$ cat src/common/eth_mac_pkg.sv
// receive MAC types, opcode and state enums, framing, CRC and MAC control constants
`default_nettype none

package eth_mac_pkg;

    // basic field types
    typedef logic [7:0]  byte_t;
    typedef logic [47:0] mac_addr_t;
    typedef logic [15:0] eth_type_t;
    typedef logic [15:0] quanta_t;
    typedef logic [31:0] crc_t;

    // frame byte counter
    localparam int LEN_W = 16;
    typedef logic [LEN_W-1:0] len_t;

    // MAC control opcodes, PFC is only recognised
    typedef enum logic [15:0] {
        MCF_OPCODE_LFC = 16'h0001,
        MCF_OPCODE_PFC = 16'h0101
    } mcf_opcode_t;

    // GMII receive framer states
    typedef enum logic [1:0] {
        RX_IDLE,
        RX_PREAMBLE,
        RX_PAYLOAD,
        RX_DROP
    } rx_state_t;

    // GMII framing
    localparam byte_t PREAMBLE_BYTE = 8'h55;
    localparam byte_t SFD_BYTE = 8'hD5;
    localparam int FCS_LEN = 4;
    localparam len_t MIN_FRAME_LEN = 16'd64;

    // reflected CRC-32, register value left behind by a correct FCS
    localparam crc_t CRC32_POLY = 32'hEDB88320;
    localparam crc_t CRC32_RESIDUE = 32'hDEBB20E3;

    // MAC control frame matching, byte offsets from the first destination byte
    localparam mac_addr_t MCF_ETH_DST = 48'h01_80_C2_00_00_01;
    localparam eth_type_t MCF_ETH_TYPE = 16'h8808;
    localparam len_t MCF_TYPE_OFFSET = 16'd12;
    localparam len_t MCF_OPCODE_OFFSET = 16'd14;
    localparam len_t MCF_QUANTA_OFFSET = 16'd16;

    // one pause quanta is 512 bit times, 64 byte cycles on GMII
    localparam int QUANTA_CYCLES = 64;
    typedef logic [$clog2(QUANTA_CYCLES)-1:0] sub_quanta_t;

endpackage

`default_nettype wire

$ cat src/rx_mac/rx_fcs_crc32.sv
// byte-wide reflected CRC-32 over the received frame with residue check
`default_nettype none

module rx_fcs_crc32 (
    input  wire logic                rx_clk,
    input  wire logic                rx_rst,
    input  wire logic                crc_clear,
    input  wire logic                crc_en,
    input  wire eth_mac_pkg::byte_t  crc_data,
    output logic                     crc_ok
);
    import eth_mac_pkg::*;

    crc_t crc_reg;
    crc_t crc_next;

    // eight LFSR steps, LSB of the byte first
    always_comb begin
        crc_next = crc_reg;
        for (int i = 0; i < 8; i++) begin
            if (crc_next[0] ^ crc_data[i]) begin
                crc_next = (crc_next >> 1) ^ CRC32_POLY;
            end else begin
                crc_next = crc_next >> 1;
            end
        end
    end

    always_ff @(posedge rx_clk or posedge rx_rst) begin
        if (rx_rst) begin
            crc_reg <= '1;
        end else if (crc_clear) begin
            crc_reg <= '1;
        end else if (crc_en) begin
            crc_reg <= crc_next;
        end
    end

    // data plus its own FCS leaves the fixed residue
    assign crc_ok = (crc_reg == CRC32_RESIDUE);

endmodule

`default_nettype wire

$ cat src/rx_mac/gmii_rx_framer.sv
// GMII receive framer with preamble/SFD FSM, FCS hold-back and frame status
`default_nettype none

module gmii_rx_framer (
    input  wire logic                rx_clk,
    input  wire logic                rx_rst,
    input  wire eth_mac_pkg::byte_t  gmii_rxd,
    input  wire logic                gmii_rx_dv,
    input  wire logic                gmii_rx_er,
    input  wire logic                cfg_rx_enable,
    input  wire logic                crc_ok,
    output logic                     crc_clear,
    output logic                     crc_en,
    output eth_mac_pkg::byte_t       crc_data,
    output eth_mac_pkg::byte_t       rx_tdata,
    output logic                     rx_tvalid,
    output logic                     rx_tlast,
    output logic                     rx_tuser,
    output logic                     rx_start_packet,
    output logic                     rx_error_bad_frame,
    output logic                     rx_error_bad_fcs
);
    import eth_mac_pkg::*;

    rx_state_t state;
    byte_t     hold_sr [FCS_LEN+1];
    len_t      frame_len;
    logic      er_seen;
    logic      frame_end;
    logic      frame_bad;

    // SFD restarts the CRC, every frame byte including the FCS is fed
    assign crc_clear = (state == RX_PREAMBLE) && gmii_rx_dv && (gmii_rxd == SFD_BYTE);
    assign crc_en    = (state == RX_PAYLOAD) && gmii_rx_dv;
    assign crc_data  = gmii_rxd;

    // first cycle with dv low closes the frame
    assign frame_end = (state == RX_PAYLOAD) && !gmii_rx_dv;
    assign frame_bad = er_seen || (frame_len < MIN_FRAME_LEN) || !crc_ok;

    always_ff @(posedge rx_clk or posedge rx_rst) begin
        if (rx_rst) begin
            state <= RX_IDLE;
        end else begin
            case (state)
                RX_IDLE: begin
                    if (gmii_rx_dv) begin
                        if (cfg_rx_enable && !gmii_rx_er && gmii_rxd == PREAMBLE_BYTE) begin
                            state <= RX_PREAMBLE;
                        end else begin
                            state <= RX_DROP;
                        end
                    end
                end
                RX_PREAMBLE: begin
                    if (!gmii_rx_dv) begin
                        state <= RX_IDLE;
                    end else if (gmii_rx_er) begin
                        state <= RX_DROP;
                    end else if (gmii_rxd == SFD_BYTE) begin
                        state <= RX_PAYLOAD;
                    end else if (gmii_rxd != PREAMBLE_BYTE) begin
                        state <= RX_DROP;
                    end
                end
                RX_PAYLOAD: begin
                    if (!gmii_rx_dv) begin
                        state <= RX_IDLE;
                    end
                end
                default: begin
                    // wait out the rest of a rejected frame
                    if (!gmii_rx_dv) begin
                        state <= RX_IDLE;
                    end
                end
            endcase
        end
    end

    // length and error tracking for the current frame
    always_ff @(posedge rx_clk or posedge rx_rst) begin
        if (rx_rst) begin
            frame_len <= '0;
            er_seen   <= 1'b0;
        end else if (crc_clear) begin
            frame_len <= '0;
            er_seen   <= 1'b0;
        end else if (crc_en) begin
            if (frame_len != '1) begin
                frame_len <= frame_len + 1'b1;
            end
            er_seen <= er_seen | gmii_rx_er;
        end
    end

    // input register plus FCS hold-back, oldest byte at the top
    always_ff @(posedge rx_clk) begin
        if (crc_en) begin
            hold_sr[0] <= gmii_rxd;
            for (int i = 1; i <= FCS_LEN; i++) begin
                hold_sr[i] <= hold_sr[i-1];
            end
        end
        if (crc_en || frame_end) begin
            rx_tdata <= hold_sr[FCS_LEN];
        end
    end

    always_ff @(posedge rx_clk or posedge rx_rst) begin
        if (rx_rst) begin
            rx_tvalid          <= 1'b0;
            rx_tlast           <= 1'b0;
            rx_tuser           <= 1'b0;
            rx_start_packet    <= 1'b0;
            rx_error_bad_frame <= 1'b0;
            rx_error_bad_fcs   <= 1'b0;
        end else begin
            rx_tvalid          <= 1'b0;
            rx_tlast           <= 1'b0;
            rx_tuser           <= 1'b0;
            rx_start_packet    <= 1'b0;
            rx_error_bad_frame <= 1'b0;
            rx_error_bad_fcs   <= 1'b0;
            if (crc_en && frame_len > len_t'(FCS_LEN)) begin
                // top of the hold-back is payload once FCS_LEN newer bytes arrived
                rx_tvalid       <= 1'b1;
                rx_start_packet <= (frame_len == len_t'(FCS_LEN + 1));
            end else if (frame_end) begin
                rx_tvalid          <= 1'b1;
                rx_tlast           <= 1'b1;
                rx_tuser           <= frame_bad;
                rx_start_packet    <= (frame_len <= len_t'(FCS_LEN + 1));
                rx_error_bad_frame <= frame_bad;
                // GMII error already explains a broken CRC
                rx_error_bad_fcs   <= !crc_ok && !er_seen;
            end
        end
    end

endmodule

`default_nettype wire

$ cat src/logic/mac_ctrl_rx.sv
// MAC control frame parser for PAUSE frames with quanta capture
`default_nettype none

module mac_ctrl_rx (
    input  wire logic                rx_clk,
    input  wire logic                rx_rst,
    input  wire eth_mac_pkg::byte_t  rx_tdata,
    input  wire logic                rx_tvalid,
    input  wire logic                rx_tlast,
    input  wire logic                rx_tuser,
    output logic                     mcf_valid,
    output eth_mac_pkg::quanta_t     mcf_quanta,
    output logic                     stat_rx_mcf
);
    import eth_mac_pkg::*;

    len_t        beat_cnt;
    mac_addr_t   dst_reg;
    eth_type_t   type_reg;
    mcf_opcode_t opcode_reg;
    logic        in_dst;
    logic        in_type;
    logic        in_opcode;
    logic        in_quanta;
    logic        hdr_done;
    logic        ctrl_frame;

    // header field windows
    assign in_dst    = beat_cnt < len_t'($bits(mac_addr_t) / 8);
    assign in_type   = (beat_cnt == MCF_TYPE_OFFSET) || (beat_cnt == MCF_TYPE_OFFSET + 1'b1);
    assign in_opcode = (beat_cnt == MCF_OPCODE_OFFSET) ||
                       (beat_cnt == MCF_OPCODE_OFFSET + 1'b1);
    assign in_quanta = (beat_cnt == MCF_QUANTA_OFFSET) ||
                       (beat_cnt == MCF_QUANTA_OFFSET + 1'b1);

    // quanta must be complete before the last beat
    assign hdr_done = beat_cnt > MCF_QUANTA_OFFSET + 1'b1;

    assign ctrl_frame = rx_tvalid && rx_tlast && !rx_tuser && hdr_done &&
                        (type_reg == MCF_ETH_TYPE);

    always_ff @(posedge rx_clk or posedge rx_rst) begin
        if (rx_rst) begin
            beat_cnt <= '0;
        end else if (rx_tvalid) begin
            if (rx_tlast) begin
                beat_cnt <= '0;
            end else if (beat_cnt != '1) begin
                beat_cnt <= beat_cnt + 1'b1;
            end
        end
    end

    // fields shift in MSB first, network byte order
    always_ff @(posedge rx_clk) begin
        if (rx_tvalid) begin
            if (in_dst) begin
                dst_reg <= {dst_reg[39:0], rx_tdata};
            end
            if (in_type) begin
                type_reg <= {type_reg[7:0], rx_tdata};
            end
            if (in_opcode) begin
                opcode_reg <= mcf_opcode_t'({opcode_reg[7:0], rx_tdata});
            end
            if (in_quanta) begin
                mcf_quanta <= {mcf_quanta[7:0], rx_tdata};
            end
        end
    end

    always_ff @(posedge rx_clk or posedge rx_rst) begin
        if (rx_rst) begin
            mcf_valid   <= 1'b0;
            stat_rx_mcf <= 1'b0;
        end else begin
            mcf_valid   <= 1'b0;
            stat_rx_mcf <= 1'b0;
            if (ctrl_frame) begin
                stat_rx_mcf <= 1'b1;
                case (opcode_reg)
                    MCF_OPCODE_LFC: mcf_valid <= (dst_reg == MCF_ETH_DST);
                    // priority classes are not handled here
                    MCF_OPCODE_PFC: mcf_valid <= 1'b0;
                    default:        mcf_valid <= 1'b0;
                endcase
            end
        end
    end

endmodule

`default_nettype wire

$ cat src/logic/lfc_pause_rx.sv
// receive pause timer driving rx_lfc_req and the LFC statistics
`default_nettype none

module lfc_pause_rx (
    input  wire logic                  rx_clk,
    input  wire logic                  rx_rst,
    input  wire logic                  mcf_valid,
    input  wire eth_mac_pkg::quanta_t  mcf_quanta,
    input  wire logic                  rx_lfc_en,
    output logic                       rx_lfc_req,
    output logic                       stat_rx_lfc_pkt,
    output logic                       stat_rx_lfc_xon,
    output logic                       stat_rx_lfc_xoff,
    output logic                       stat_rx_lfc_paused
);
    import eth_mac_pkg::*;

    quanta_t     quanta_cnt;
    sub_quanta_t sub_cnt;
    logic        load;
    logic        running;

    // frames are ignored while flow control is off
    assign load    = mcf_valid && rx_lfc_en;
    assign running = (quanta_cnt != '0);

    // quanta countdown, one step per QUANTA_CYCLES byte times
    always_ff @(posedge rx_clk or posedge rx_rst) begin
        if (rx_rst) begin
            quanta_cnt <= '0;
            sub_cnt    <= '0;
        end else if (load) begin
            // new PAUSE restarts the timer, zero quanta is XON
            quanta_cnt <= mcf_quanta;
            sub_cnt    <= '0;
        end else if (running) begin
            if (sub_cnt == sub_quanta_t'(QUANTA_CYCLES - 1)) begin
                sub_cnt    <= '0;
                quanta_cnt <= quanta_cnt - 1'b1;
            end else begin
                sub_cnt <= sub_cnt + 1'b1;
            end
        end
    end

    always_ff @(posedge rx_clk or posedge rx_rst) begin
        if (rx_rst) begin
            stat_rx_lfc_pkt  <= 1'b0;
            stat_rx_lfc_xon  <= 1'b0;
            stat_rx_lfc_xoff <= 1'b0;
        end else begin
            stat_rx_lfc_pkt  <= load;
            stat_rx_lfc_xon  <= load && (mcf_quanta == '0);
            stat_rx_lfc_xoff <= load && (mcf_quanta != '0);
        end
    end

    // request follows the timer directly
    assign rx_lfc_req         = running;
    assign stat_rx_lfc_paused = running;

endmodule

`default_nettype wire

$ cat src/logic/eth_mac_1g_rx.sv
// 1G Ethernet MAC receive top level with framer, FCS check, control parser and pause timer
`default_nettype none

module eth_mac_1g_rx (
    input  wire logic                rx_clk,
    input  wire logic                rx_rst,
    input  wire eth_mac_pkg::byte_t  gmii_rxd,
    input  wire logic                gmii_rx_dv,
    input  wire logic                gmii_rx_er,
    input  wire logic                cfg_rx_enable,
    input  wire logic                rx_lfc_en,
    output eth_mac_pkg::byte_t       rx_tdata,
    output logic                     rx_tvalid,
    output logic                     rx_tlast,
    output logic                     rx_tuser,
    output logic                     rx_start_packet,
    output logic                     rx_error_bad_frame,
    output logic                     rx_error_bad_fcs,
    output logic                     stat_rx_mcf,
    output logic                     rx_lfc_req,
    output logic                     stat_rx_lfc_pkt,
    output logic                     stat_rx_lfc_xon,
    output logic                     stat_rx_lfc_xoff,
    output logic                     stat_rx_lfc_paused
);
    import eth_mac_pkg::*;

    // framer to CRC
    logic    crc_clear;
    logic    crc_en;
    byte_t   crc_data;
    logic    crc_ok;

    // parser to pause timer
    logic    mcf_valid;
    quanta_t mcf_quanta;

    gmii_rx_framer i_gmii_rx_framer (
        .rx_clk             (rx_clk),
        .rx_rst             (rx_rst),
        .gmii_rxd           (gmii_rxd),
        .gmii_rx_dv         (gmii_rx_dv),
        .gmii_rx_er         (gmii_rx_er),
        .cfg_rx_enable      (cfg_rx_enable),
        .crc_ok             (crc_ok),
        .crc_clear          (crc_clear),
        .crc_en             (crc_en),
        .crc_data           (crc_data),
        .rx_tdata           (rx_tdata),
        .rx_tvalid          (rx_tvalid),
        .rx_tlast           (rx_tlast),
        .rx_tuser           (rx_tuser),
        .rx_start_packet    (rx_start_packet),
        .rx_error_bad_frame (rx_error_bad_frame),
        .rx_error_bad_fcs   (rx_error_bad_fcs)
    );

    rx_fcs_crc32 i_rx_fcs_crc32 (
        .rx_clk    (rx_clk),
        .rx_rst    (rx_rst),
        .crc_clear (crc_clear),
        .crc_en    (crc_en),
        .crc_data  (crc_data),
        .crc_ok    (crc_ok)
    );

    // taps the output stream, nothing is held back
    mac_ctrl_rx i_mac_ctrl_rx (
        .rx_clk      (rx_clk),
        .rx_rst      (rx_rst),
        .rx_tdata    (rx_tdata),
        .rx_tvalid   (rx_tvalid),
        .rx_tlast    (rx_tlast),
        .rx_tuser    (rx_tuser),
        .mcf_valid   (mcf_valid),
        .mcf_quanta  (mcf_quanta),
        .stat_rx_mcf (stat_rx_mcf)
    );

    lfc_pause_rx i_lfc_pause_rx (
        .rx_clk             (rx_clk),
        .rx_rst             (rx_rst),
        .mcf_valid          (mcf_valid),
        .mcf_quanta         (mcf_quanta),
        .rx_lfc_en          (rx_lfc_en),
        .rx_lfc_req         (rx_lfc_req),
        .stat_rx_lfc_pkt    (stat_rx_lfc_pkt),
        .stat_rx_lfc_xon    (stat_rx_lfc_xon),
        .stat_rx_lfc_xoff   (stat_rx_lfc_xoff),
        .stat_rx_lfc_paused (stat_rx_lfc_paused)
    );

endmodule

`default_nettype wire

$ cat config.mk
export PLATFORM = sky130hd
export DESIGN_NAME = eth_mac_1g_rx
export DESIGN_NICKNAME = d
export VERILOG_FILES = /design/src/common/eth_mac_pkg.sv /design/src/rx_mac/rx_fcs_crc32.sv /design/src/rx_mac/gmii_rx_framer.sv /design/src/logic/mac_ctrl_rx.sv /design/src/logic/lfc_pause_rx.sv /design/src/logic/eth_mac_1g_rx.sv
export SDC_FILE = /design/constraint.sdc
export NUM_CORES = 1
export LEC_CHECK = 0
export BUFFER_PORTS_ARGS = -buffer_cell sky130_fd_sc_hd__buf_2
export CAP_MARGIN = 10
export CORE_MARGIN = 10
export CORE_UTILIZATION = 39
export DETAILED_ROUTE_END_ITERATION = 8
export HOLD_SLACK_MARGIN = 0.03
export PLACE_DENSITY = 0.67
export SYNTH_ARGS = -nofsm -noshare
export SYNTH_HDL_FRONTEND = slang
export SYNTH_HIERARCHICAL = 1
export SYNTH_SLANG_ARGS = --single-unit
$ cat constraint.sdc
create_clock -name rx_clk -period 8.5 [get_ports rx_clk]
set_input_delay 1.275 -clock rx_clk [delete_from_list [all_inputs] [get_ports rx_clk]]
set_output_delay 1.275 -clock rx_clk [all_outputs]
set_load 0.03 [all_outputs]
==> results of run 1 <==
final cells by class:
cell class | instances | area (µm²)
fillers | 2443 | 15090
repair buffers | 41 | 225.2
multi-input cells | 509 | 3620
flip-flops and latches | 243 | 6842
clock inverters | 12 | 90.09
well taps | 341 | 426.7
inverters | 22 | 83.83
clock buffers | 32 | 651.9
synth_stat cells, types with 4 or more instances:
| master | number |
|---|---|
| edfxtp_1 | 144 |
| dfrtp_1 | 67 |
| nand2_1 | 53 |
| nor2_1 | 44 |
| a21oi_1 | 39 |
| xnor2_1 | 34 |
| dfstp_2 | 32 |
| nor4_1 | 32 |
| xor2_1 | 31 |
| nand3_1 | 24 |
| inv_1 | 21 |
| clkbuf_1 | 18 |
| nor2b_1 | 17 |
| a211o_1 | 15 |
| nand4_1 | 15 |
| or2_2 | 14 |
| nand2b_1 | 12 |
| nor3_1 | 12 |
| o21ai_1 | 12 |
| buf_4 | 11 |
| o21ai_0 | 11 |
| or3_1 | 10 |
| ha_1 | 9 |
| o31ai_1 | 9 |
| or4_1 | 9 |
| xnor2_2 | 9 |
| mux2i_1 | 8 |
| nor4b_1 | 8 |
| a31oi_1 | 6 |
| and2_1 | 6 |
| buf_2 | 4 |
| nand4b_1 | 4 |
| nor4bb_1 | 4 |
| o311ai_0 | 4 |
| o41ai_1 | 4 |
| xnor2_4 | 4 |
stage by stage:
stage	instance area, µm²	std cells	worst slack (ps)	power, µW
after floorplan	10730	810	1560	2405
after global routing	11940	1200	4733	3778
after CTS	11940	1200	4822	3625
after detailed placement	11200	1156	4531	2603
after global placement	11200	1156	4664	2590
final	11940	1200	4846	3589
cell families (layout without fill, tap and decap cells):
| group | after synthesis | count (layout) |
|---|---|---|
| and+or+nand+nor | 295 | 295 |
| DFF | 243 | 243 |
| AOI/OAI and AO/OA | 114 | 114 |
| xor gates and xnor gates | 82 | 82 |
| buffers and inverters | 58 | 107 |
| adders and majority gates | 9 | 9 |
| muxes | 9 | 9 |
worst max path at each step:
stage / from / to / slack [ps] / cells after the start
floorplan: i_gmii_rx_framer/rx_tvalid / i_mac_ctrl_rx/dst_reg[0] / 1560 / 3
global placement: gmii_rxd[4] / i_rx_fcs_crc32/crc_reg[26] / 4660 / 7
detailed placement: gmii_rxd[4] / i_rx_fcs_crc32/crc_reg[26] / 4530 / 7
CTS: i_lfc_pause_rx/quanta_cnt[0] / stat_rx_lfc_paused / 4820 / 6
global route: i_lfc_pause_rx/quanta_cnt[0] / stat_rx_lfc_paused / 4730 / 6
finish: i_lfc_pause_rx/quanta_cnt[0] / stat_rx_lfc_paused / 4850 / 6
power by group through the flow:
| stage | combinational [µW] | clock [µW] | sequential (µW) |
|---|---|---|---|
| floorplan | 879 | 0 | 1530 |
| global placement | 1020 | 0 | 1570 |
| detailed placement | 1030 | 0 | 1570 |
| CTS | 1040 | 1030 | 1550 |
| global route | 1130 | 1080 | 1560 |
| finish | 1040 | 1000 | 1550 |
layer usage:
metal / vias up / global-route usage [%]
met1: 3154 / 16.23
met5: - / 0
met3: 37 / 2.164
met4: 0 / 3.805
met2: 113 / 18.45
li1: 3073 / -
==> results.md, run 1 <==
* Synth area leader: edfxtp_1
* Core Box Area at 27030 µm²
* Worst Path Buf+Inv at 3
* H-tree Lvls at 1
* Vias in the first global route at 6180
* I/O pin count at 34
* Initial core utilization at 39.70%
* Clock period minus worst slack at 3654 ps
* Flop pwr share at 43.1%
* Antenna Cells at 0
* R2R Setup Slk at 5790 ps
* Layout cell share with drive strength beyond 1 at 18.16%
* Post-layout nets at 865
* Clk Latency, worst-skew pair at 510 ps
* Main combinational cell family by area after synthesis: simple AND/OR/NAND/NOR gates
* DP HPWL at 13.88 mm
* WP data required at 7220 ps
* Post-synth top area share at 40.30%
* TritonCTS Buffers at 25
* FP Rows at 60
* Share of the clock period used by the worst path at 42.99%
* WL met3 at 773 µm
* CP delay by family, top: simple AND/OR/NAND/NOR gates
* XOR/XNOR Fraction of Synth Area at 8.641%
* CP endpoint kind: primary output
* Kind of critical path: reg -> out
* Hold Path Sink: i_gmii_rx_framer/rx_tdata[1]
* Post-Synth Simple-Gate Area at 16.03%
* Hold violation count in the final report at 0
* Area share of fa/ha/maj cells after synthesis at 1.050%
* CP Cell Sequence: inv_1 > ha_1 > nor4b_2 > and4_1 > inv_2 > buf_2
* # DRC at 0
* Post-synthesis mux area share at 0.8513%
* Worst Clk Skew at 11.83 ps
* Overall Global Routing Usage at 11.80%
* Max reg flops at 48
* Status: complete, no violations
* Hold wc startpoint: i_gmii_rx_framer/hold_sr[4][1]
* Int Power at 2507 µW
* Yosys warning count at 6
* Setup TNS at 0 ps
* Post-synth cell types at 71
* Buffer count from post-CTS setup fixing at 0
* Synth top area cells: edfxtp_1, dfrtp_1, dfstp_2
* FFs w/ async S/R, synth at 40.74%
* CTS Root Cell: clkbuf_16
* Top Layer Used: met4
* Crit-path max cell delay at 440 ps
* Critical-path top delay cell: and4_1
* Die Area at 34540 µm²
* Worst Path Arrival at 2380 ps
* Peak Freq at 273.6 MHz
* EDFF count, synth at 144
* Congestion Overflow GR at 0
* Port buffer count at 33
* Post-Syn Nets at 833
* Pleak at 0.004251 µW
* CTS Hold Bufs at 0
* Slew HR at 32.83%
* Core Util, Final at 44.18%
* P_sw at 1082 µW
* Worst r2r src: i_gmii_rx_framer/state[0]
* PwrDens at 300.6 nW/µm²
* Crit start category: flop
* RSZ-0062 raised after global routing: no
* Mapped Area at 10730 µm²
* Layout area overhead at 11.28%
* Measured slew at the worst slew-check pin at 1006 ps
* Maxcap violations at 0
* Gate power share at 28.9%
* Commonest non-fill, non-tap cell in the layout: edfxtp_1
* Final setup vio count at 0
* Largest net degree at the start of global routing at 75
* Via count at 6377
* PostCTS Resize Cnt at 0
* Clock-pin slew on the worst setup and hold paths at 60 ps
* Register area share after synthesis at 63.77%
* First-pass GRT wire length at 32.97 mm
* Clock network power share at 28.0%
* Compound-Gate Fraction of Synth Area at 6.985%
* GP Congestion at 0.8106
* Ys flop type: edfxtp_1
* Syn Area/Cell at 13.25 µm²
* Routed WL at 20.46 mm
* Met1 wire length at 9.733 mm
* Vias/cell at 5.314
* Worst-case clock buffer depth at 3
* Starting DRT DRC Count at 484
* CP max FO at 14
* Final ANT Viol Nets at 0
* # clock sinks at 243
* VDD IR max at 259.2 µV
* Hold crit path type: reg -> reg
* Synth Instances at 810
* Hold Path Cell Cnt at 0
* Switch share at 30.14%
* WHS at 408.3 ps
* Worst r2r dst: i_rx_fcs_crc32/crc_reg[26]
* First-pass iteration count of the detailed router at 5
* CTS tree: built
* Avg WL per Cell at 17.05 µm
* Die height at 185.9 µm
* Commonest non-fill, non-tap cells in the layout: edfxtp_1, dfrtp_1, nand2_1
* Antenna violations before repair at 0
* Wire length on met2 at 9.429 mm
* Die X at 185.9 µm
* Final Slew Violations at 0
* Synthesized flop and latch total at 243
* Reg2Reg Depth at 6
No activity file was read; power rests on OpenSTA's default activity.
==> run 2: changes to the inputs <==
--- a/config.mk
+++ b/config.mk
@@ -5,13 +5,14 @@
 export SDC_FILE = /design/constraint.sdc
 export NUM_CORES = 1
 export LEC_CHECK = 0
+export ABC_AREA = 1
 export BUFFER_PORTS_ARGS = -buffer_cell sky130_fd_sc_hd__buf_2
 export CAP_MARGIN = 10
 export CORE_MARGIN = 10
 export CORE_UTILIZATION = 39
 export DETAILED_ROUTE_END_ITERATION = 8
 export HOLD_SLACK_MARGIN = 0.03
-export PLACE_DENSITY = 0.67
+export PLACE_DENSITY = 0.65
 export SYNTH_ARGS = -nofsm -noshare
 export SYNTH_HDL_FRONTEND = slang
 export SYNTH_HIERARCHICAL = 1
==> constraint.sdc (replaced) <==
create_clock -name rx_clk -period 3.7 [get_ports rx_clk]
set_input_delay 0.555 -clock rx_clk [delete_from_list [all_inputs] [get_ports rx_clk]]
set_output_delay 0.555 -clock rx_clk [all_outputs]
set_load 0.03 [all_outputs]
==> run 2 against run 1 <==
  * Synthesized cell count increased by 59%
  * Sequential share of layout area fell by 6.2 points
  * Register-to-register slack worse by 5000 ps
  * Total power grew to 2.7 times the previous value
  * Combinational power grew to 2.5 times the previous value
  * Flip-flop and latch count unchanged
  * Largest power group unchanged
  * Critical path depth increased by 4
  * Global-route usage is 1.2 points higher
  * Die area increased by 9.9%
==> results.md, run 2 <==
* Status: complete, no violations
* Die X at 194.9 µm (+4.9%)
* Port buffer count at 33 (unchanged)
* # DRC at 0 (unchanged)
* Worst r2r dst: i_rx_fcs_crc32/crc_reg[6]
* CP Cell Sequence: nand3_1 > inv_1 > nand3_2 > buf_4 > inv_1 > nor2_1 > inv_1 > buf_4 > o22ai_1 > inv_1
* Post-synth top area share at 36.25% (-4.1 points)
* Hold violation count in the final report at 0 (unchanged)
* CP max FO at 19 (+5)
* Post-Synth Simple-Gate Area at 27.41% (+11 points)
* Syn Area/Cell at 9.289 µm² (-30%)
* TritonCTS Buffers at 27 (+8.0%)
* Crit start category: flop
* Final ANT Viol Nets at 0 (unchanged)
* CTS Root Cell: clkbuf_16
* Register area share after synthesis at 57.36% (-6.4 points)
* Fillers at 2813 (+15%)
* Congestion Overflow GR at 0 (unchanged)
* Slew HR at 31.17% (-1.7 points)
* Worst Path Buf+Inv at 6 (+3)
* Measured slew at the worst slew-check pin at 1031 ps (+24.78 ps)
* Final setup vio count at 0 (unchanged)
* VDD IR max at 446.5 µV (+72%)
* Clk Latency, worst-skew pair at 530 ps (+20 ps)
* Layout cell share with drive strength beyond 1 at 15.22% (-2.9 points)
* Maxcap violations at 0 (unchanged)
* Critical-path top delay cell: nor2_1
* R2R Setup Slk at 770 ps (-5020 ps)
* H-tree Lvls at 1 (unchanged)
* Post-synth cell types at 45 (-37%)
* GP Congestion at 0.9104 (+12%)
* Peak Freq at 341.1 MHz
* Core Box Area at 29870 µm² (+11%)
* Share of the clock period used by the worst path at 79.24%
* Kind of critical path: reg -> reg
* Placed Area at 12440 µm² (+11%)
* Initial core utilization at 39.93% (+0.23 points)
* Commonest non-fill, non-tap cells in the layout: nand2_1, nor2_1, edfxtp_1
* Layout area overhead at 12.35%
* Synth area leader: edfxtp_1
* Worst Path Arrival at 3390 ps (+1010 ps)
* Synthesized flop and latch total at 243 (unchanged)
* Antenna violations before repair at 0 (unchanged)
* Avg WL per Cell at 14.46 µm (-15%)
* First-pass GRT wire length at 41.68 mm (+26%)
* Final instance area at 13400 µm² (+12%)
* FP Rows at 63 (+5.0%)
* Antenna Cells at 0 (unchanged)
* Commonest non-fill, non-tap cell in the layout: nand2_1
* DP HPWL at 17.79 mm (+28%)
* Crit-path max cell delay at 740 ps (+300 ps)
* Vias/cell at 4.916 (-7.5%)
* Area share of fa/ha/maj cells after synthesis at 0.9441% (-0.11 points)
* Die Area at 37980 µm² (+9.9%)
* First-pass iteration count of the detailed router at 5 (unchanged)
* Cell with the most instances after synthesis: nand2_1
* Clock-pin slew on the worst setup and hold paths at 60 ps (about the same)
* RSZ-0062 raised after global routing: no
* Vias in the first global route at 8280 (+34%)
* Worst-case clock buffer depth at 3 (unchanged)
* Main combinational cell family by area after synthesis: simple AND/OR/NAND/NOR gates
* EDFF count, synth at 144 (unchanged)
* Yosys warning count at 6 (unchanged)
* Hold crit path type: in -> async
* Via count at 8539 (+34%)
* Starting DRT DRC Count at 616 (+27%)
* Mapped Area at 11930 µm² (+11%)
* Reg2Reg Depth at 10 (+4)
* Largest net degree at the start of global routing at 43 (-43%)
* # clock sinks at 243 (unchanged)
* Final Slew Violations at 0 (unchanged)
* Pleak at 0.005898 µW (+39%)
* Synth Instances at 1284 (+59%)
* PostCTS Resize Cnt at 0 (unchanged)
* Routed WL at 25.12 mm (+23%)
* I/O pin count at 34 (unchanged)
* Top cells by count, synth: nand2_1, nor2_1, edfxtp_1
* Compound-Gate Fraction of Synth Area at 4.416% (-2.6 points)
* Post-layout nets at 1350 (+56%)
* Post-Syn Nets at 1307 (+57%)
* CP delay by family, top: buffers and inverters
* Worst Clk Skew at 9.475 ps (-2.350 ps)
* CTS Hold Bufs at 0 (unchanged)
* XOR/XNOR Fraction of Synth Area at 3.525% (-5.1 points)
* Buffer count from post-CTS setup fixing at 0 (unchanged)
* Synth top area cells: edfxtp_1, dfrtp_1, nand2_1
* Setup TNS at 0 ps (unchanged)
* Ys flop type: edfxtp_1
* Max reg flops at 48 (unchanged)
* PwrDens at 710.7 nW/µm² (+140%)
* FFs w/ async S/R, synth at 40.74% (unchanged)
* Post-synthesis mux area share at 0% (-0.85 points)
* CTS tree: built
* WP data required at 4160 ps (-3060 ps)
* Most used cell, CP: inv_1
* Overall Global Routing Usage at 13.05% (+1.2 points)
* Die height at 194.9 µm (+4.9%)
* CP endpoint kind: flop
* Clock period minus worst slack at 2932 ps
* Worst r2r src: i_gmii_rx_framer/state[0]
run 2: worst max path at each step:
stage	startpoint	endpoint	depth (start not counted)
4_1_cts	i_gmii_rx_framer/state[0]	i_rx_fcs_crc32/crc_reg[6]	10
6_report	i_gmii_rx_framer/state[0]	i_rx_fcs_crc32/crc_reg[6]	10
3_3_place_gp	gmii_rxd[0]	i_rx_fcs_crc32/crc_reg[30]	11
2_1_floorplan	gmii_rx_dv	i_rx_fcs_crc32/crc_reg[6]	8
5_1_grt	i_gmii_rx_framer/state[0]	i_rx_fcs_crc32/crc_reg[30]	10
3_5_place_dp	gmii_rxd[0]	i_rx_fcs_crc32/crc_reg[5]	11
run 2: logic make-up after synthesis:
| logic type | after synthesis |
|---|---|
| flops | 243 |
| fa+ha+maj | 9 |
| simple gates | 731 |
| compound gates | 87 |
| buf+inv | 169 |
| xor+xnor | 45 |
run 2: worst register-to-register path: stages (launching register included):
cell and delay [ps]:
dfrtp_1 450, nand3_1 140, inv_1 80, nand3_2 70, buf_4 240, inv_1 170
nor2_1 740, inv_1 440, buf_4 310, o22ai_1 160, inv_1 70
run 2: final cells by class:
type	instances	area, µm²	area share, %
clock buffer	34	711.9	5.313
inverter	139	524.3	3.912
multi-input combinational	872	4344	32.42
sequential	243	6842	51.05
tap	390	488.0	3.641
timing repair buffer	44	267.8	1.998
clock inverter	15	222.7	1.662
run 2: routing by layer:
layer / global-route usage, % / share of wire (%)
met1: 16.99 / 45
met5: 0 / 0
met3: 2.392 / 5.1
met2: 21.44 / 47
met4: 4.170 / 2.9
run 2: power by group:
part / switching [µW] / internal [µW] / leakage (µW) / total (µW)
combinational: 1810 / 829 / 0.00291 / 2640
sequential: 419 / 3650 / 0.00254 / 4070
clock: 1040 / 1770 / 0.000455 / 2810
run 2: metrics by stage:
stage	power, µW	setup slack, ps	util (%)	hold slack [ps]	std cells
after global routing	10110	566.2	44.85	258.4	1737
after detailed placement	6744	598.3	41.63	404.5	1687
after CTS	9596	819.9	44.76	233.9	1736
final	9523	768.0	44.85	241.0	1737
after floorplan	6043	196.4	-	400.3	1284
after global placement	6666	645.6	41.63	400.8	1687
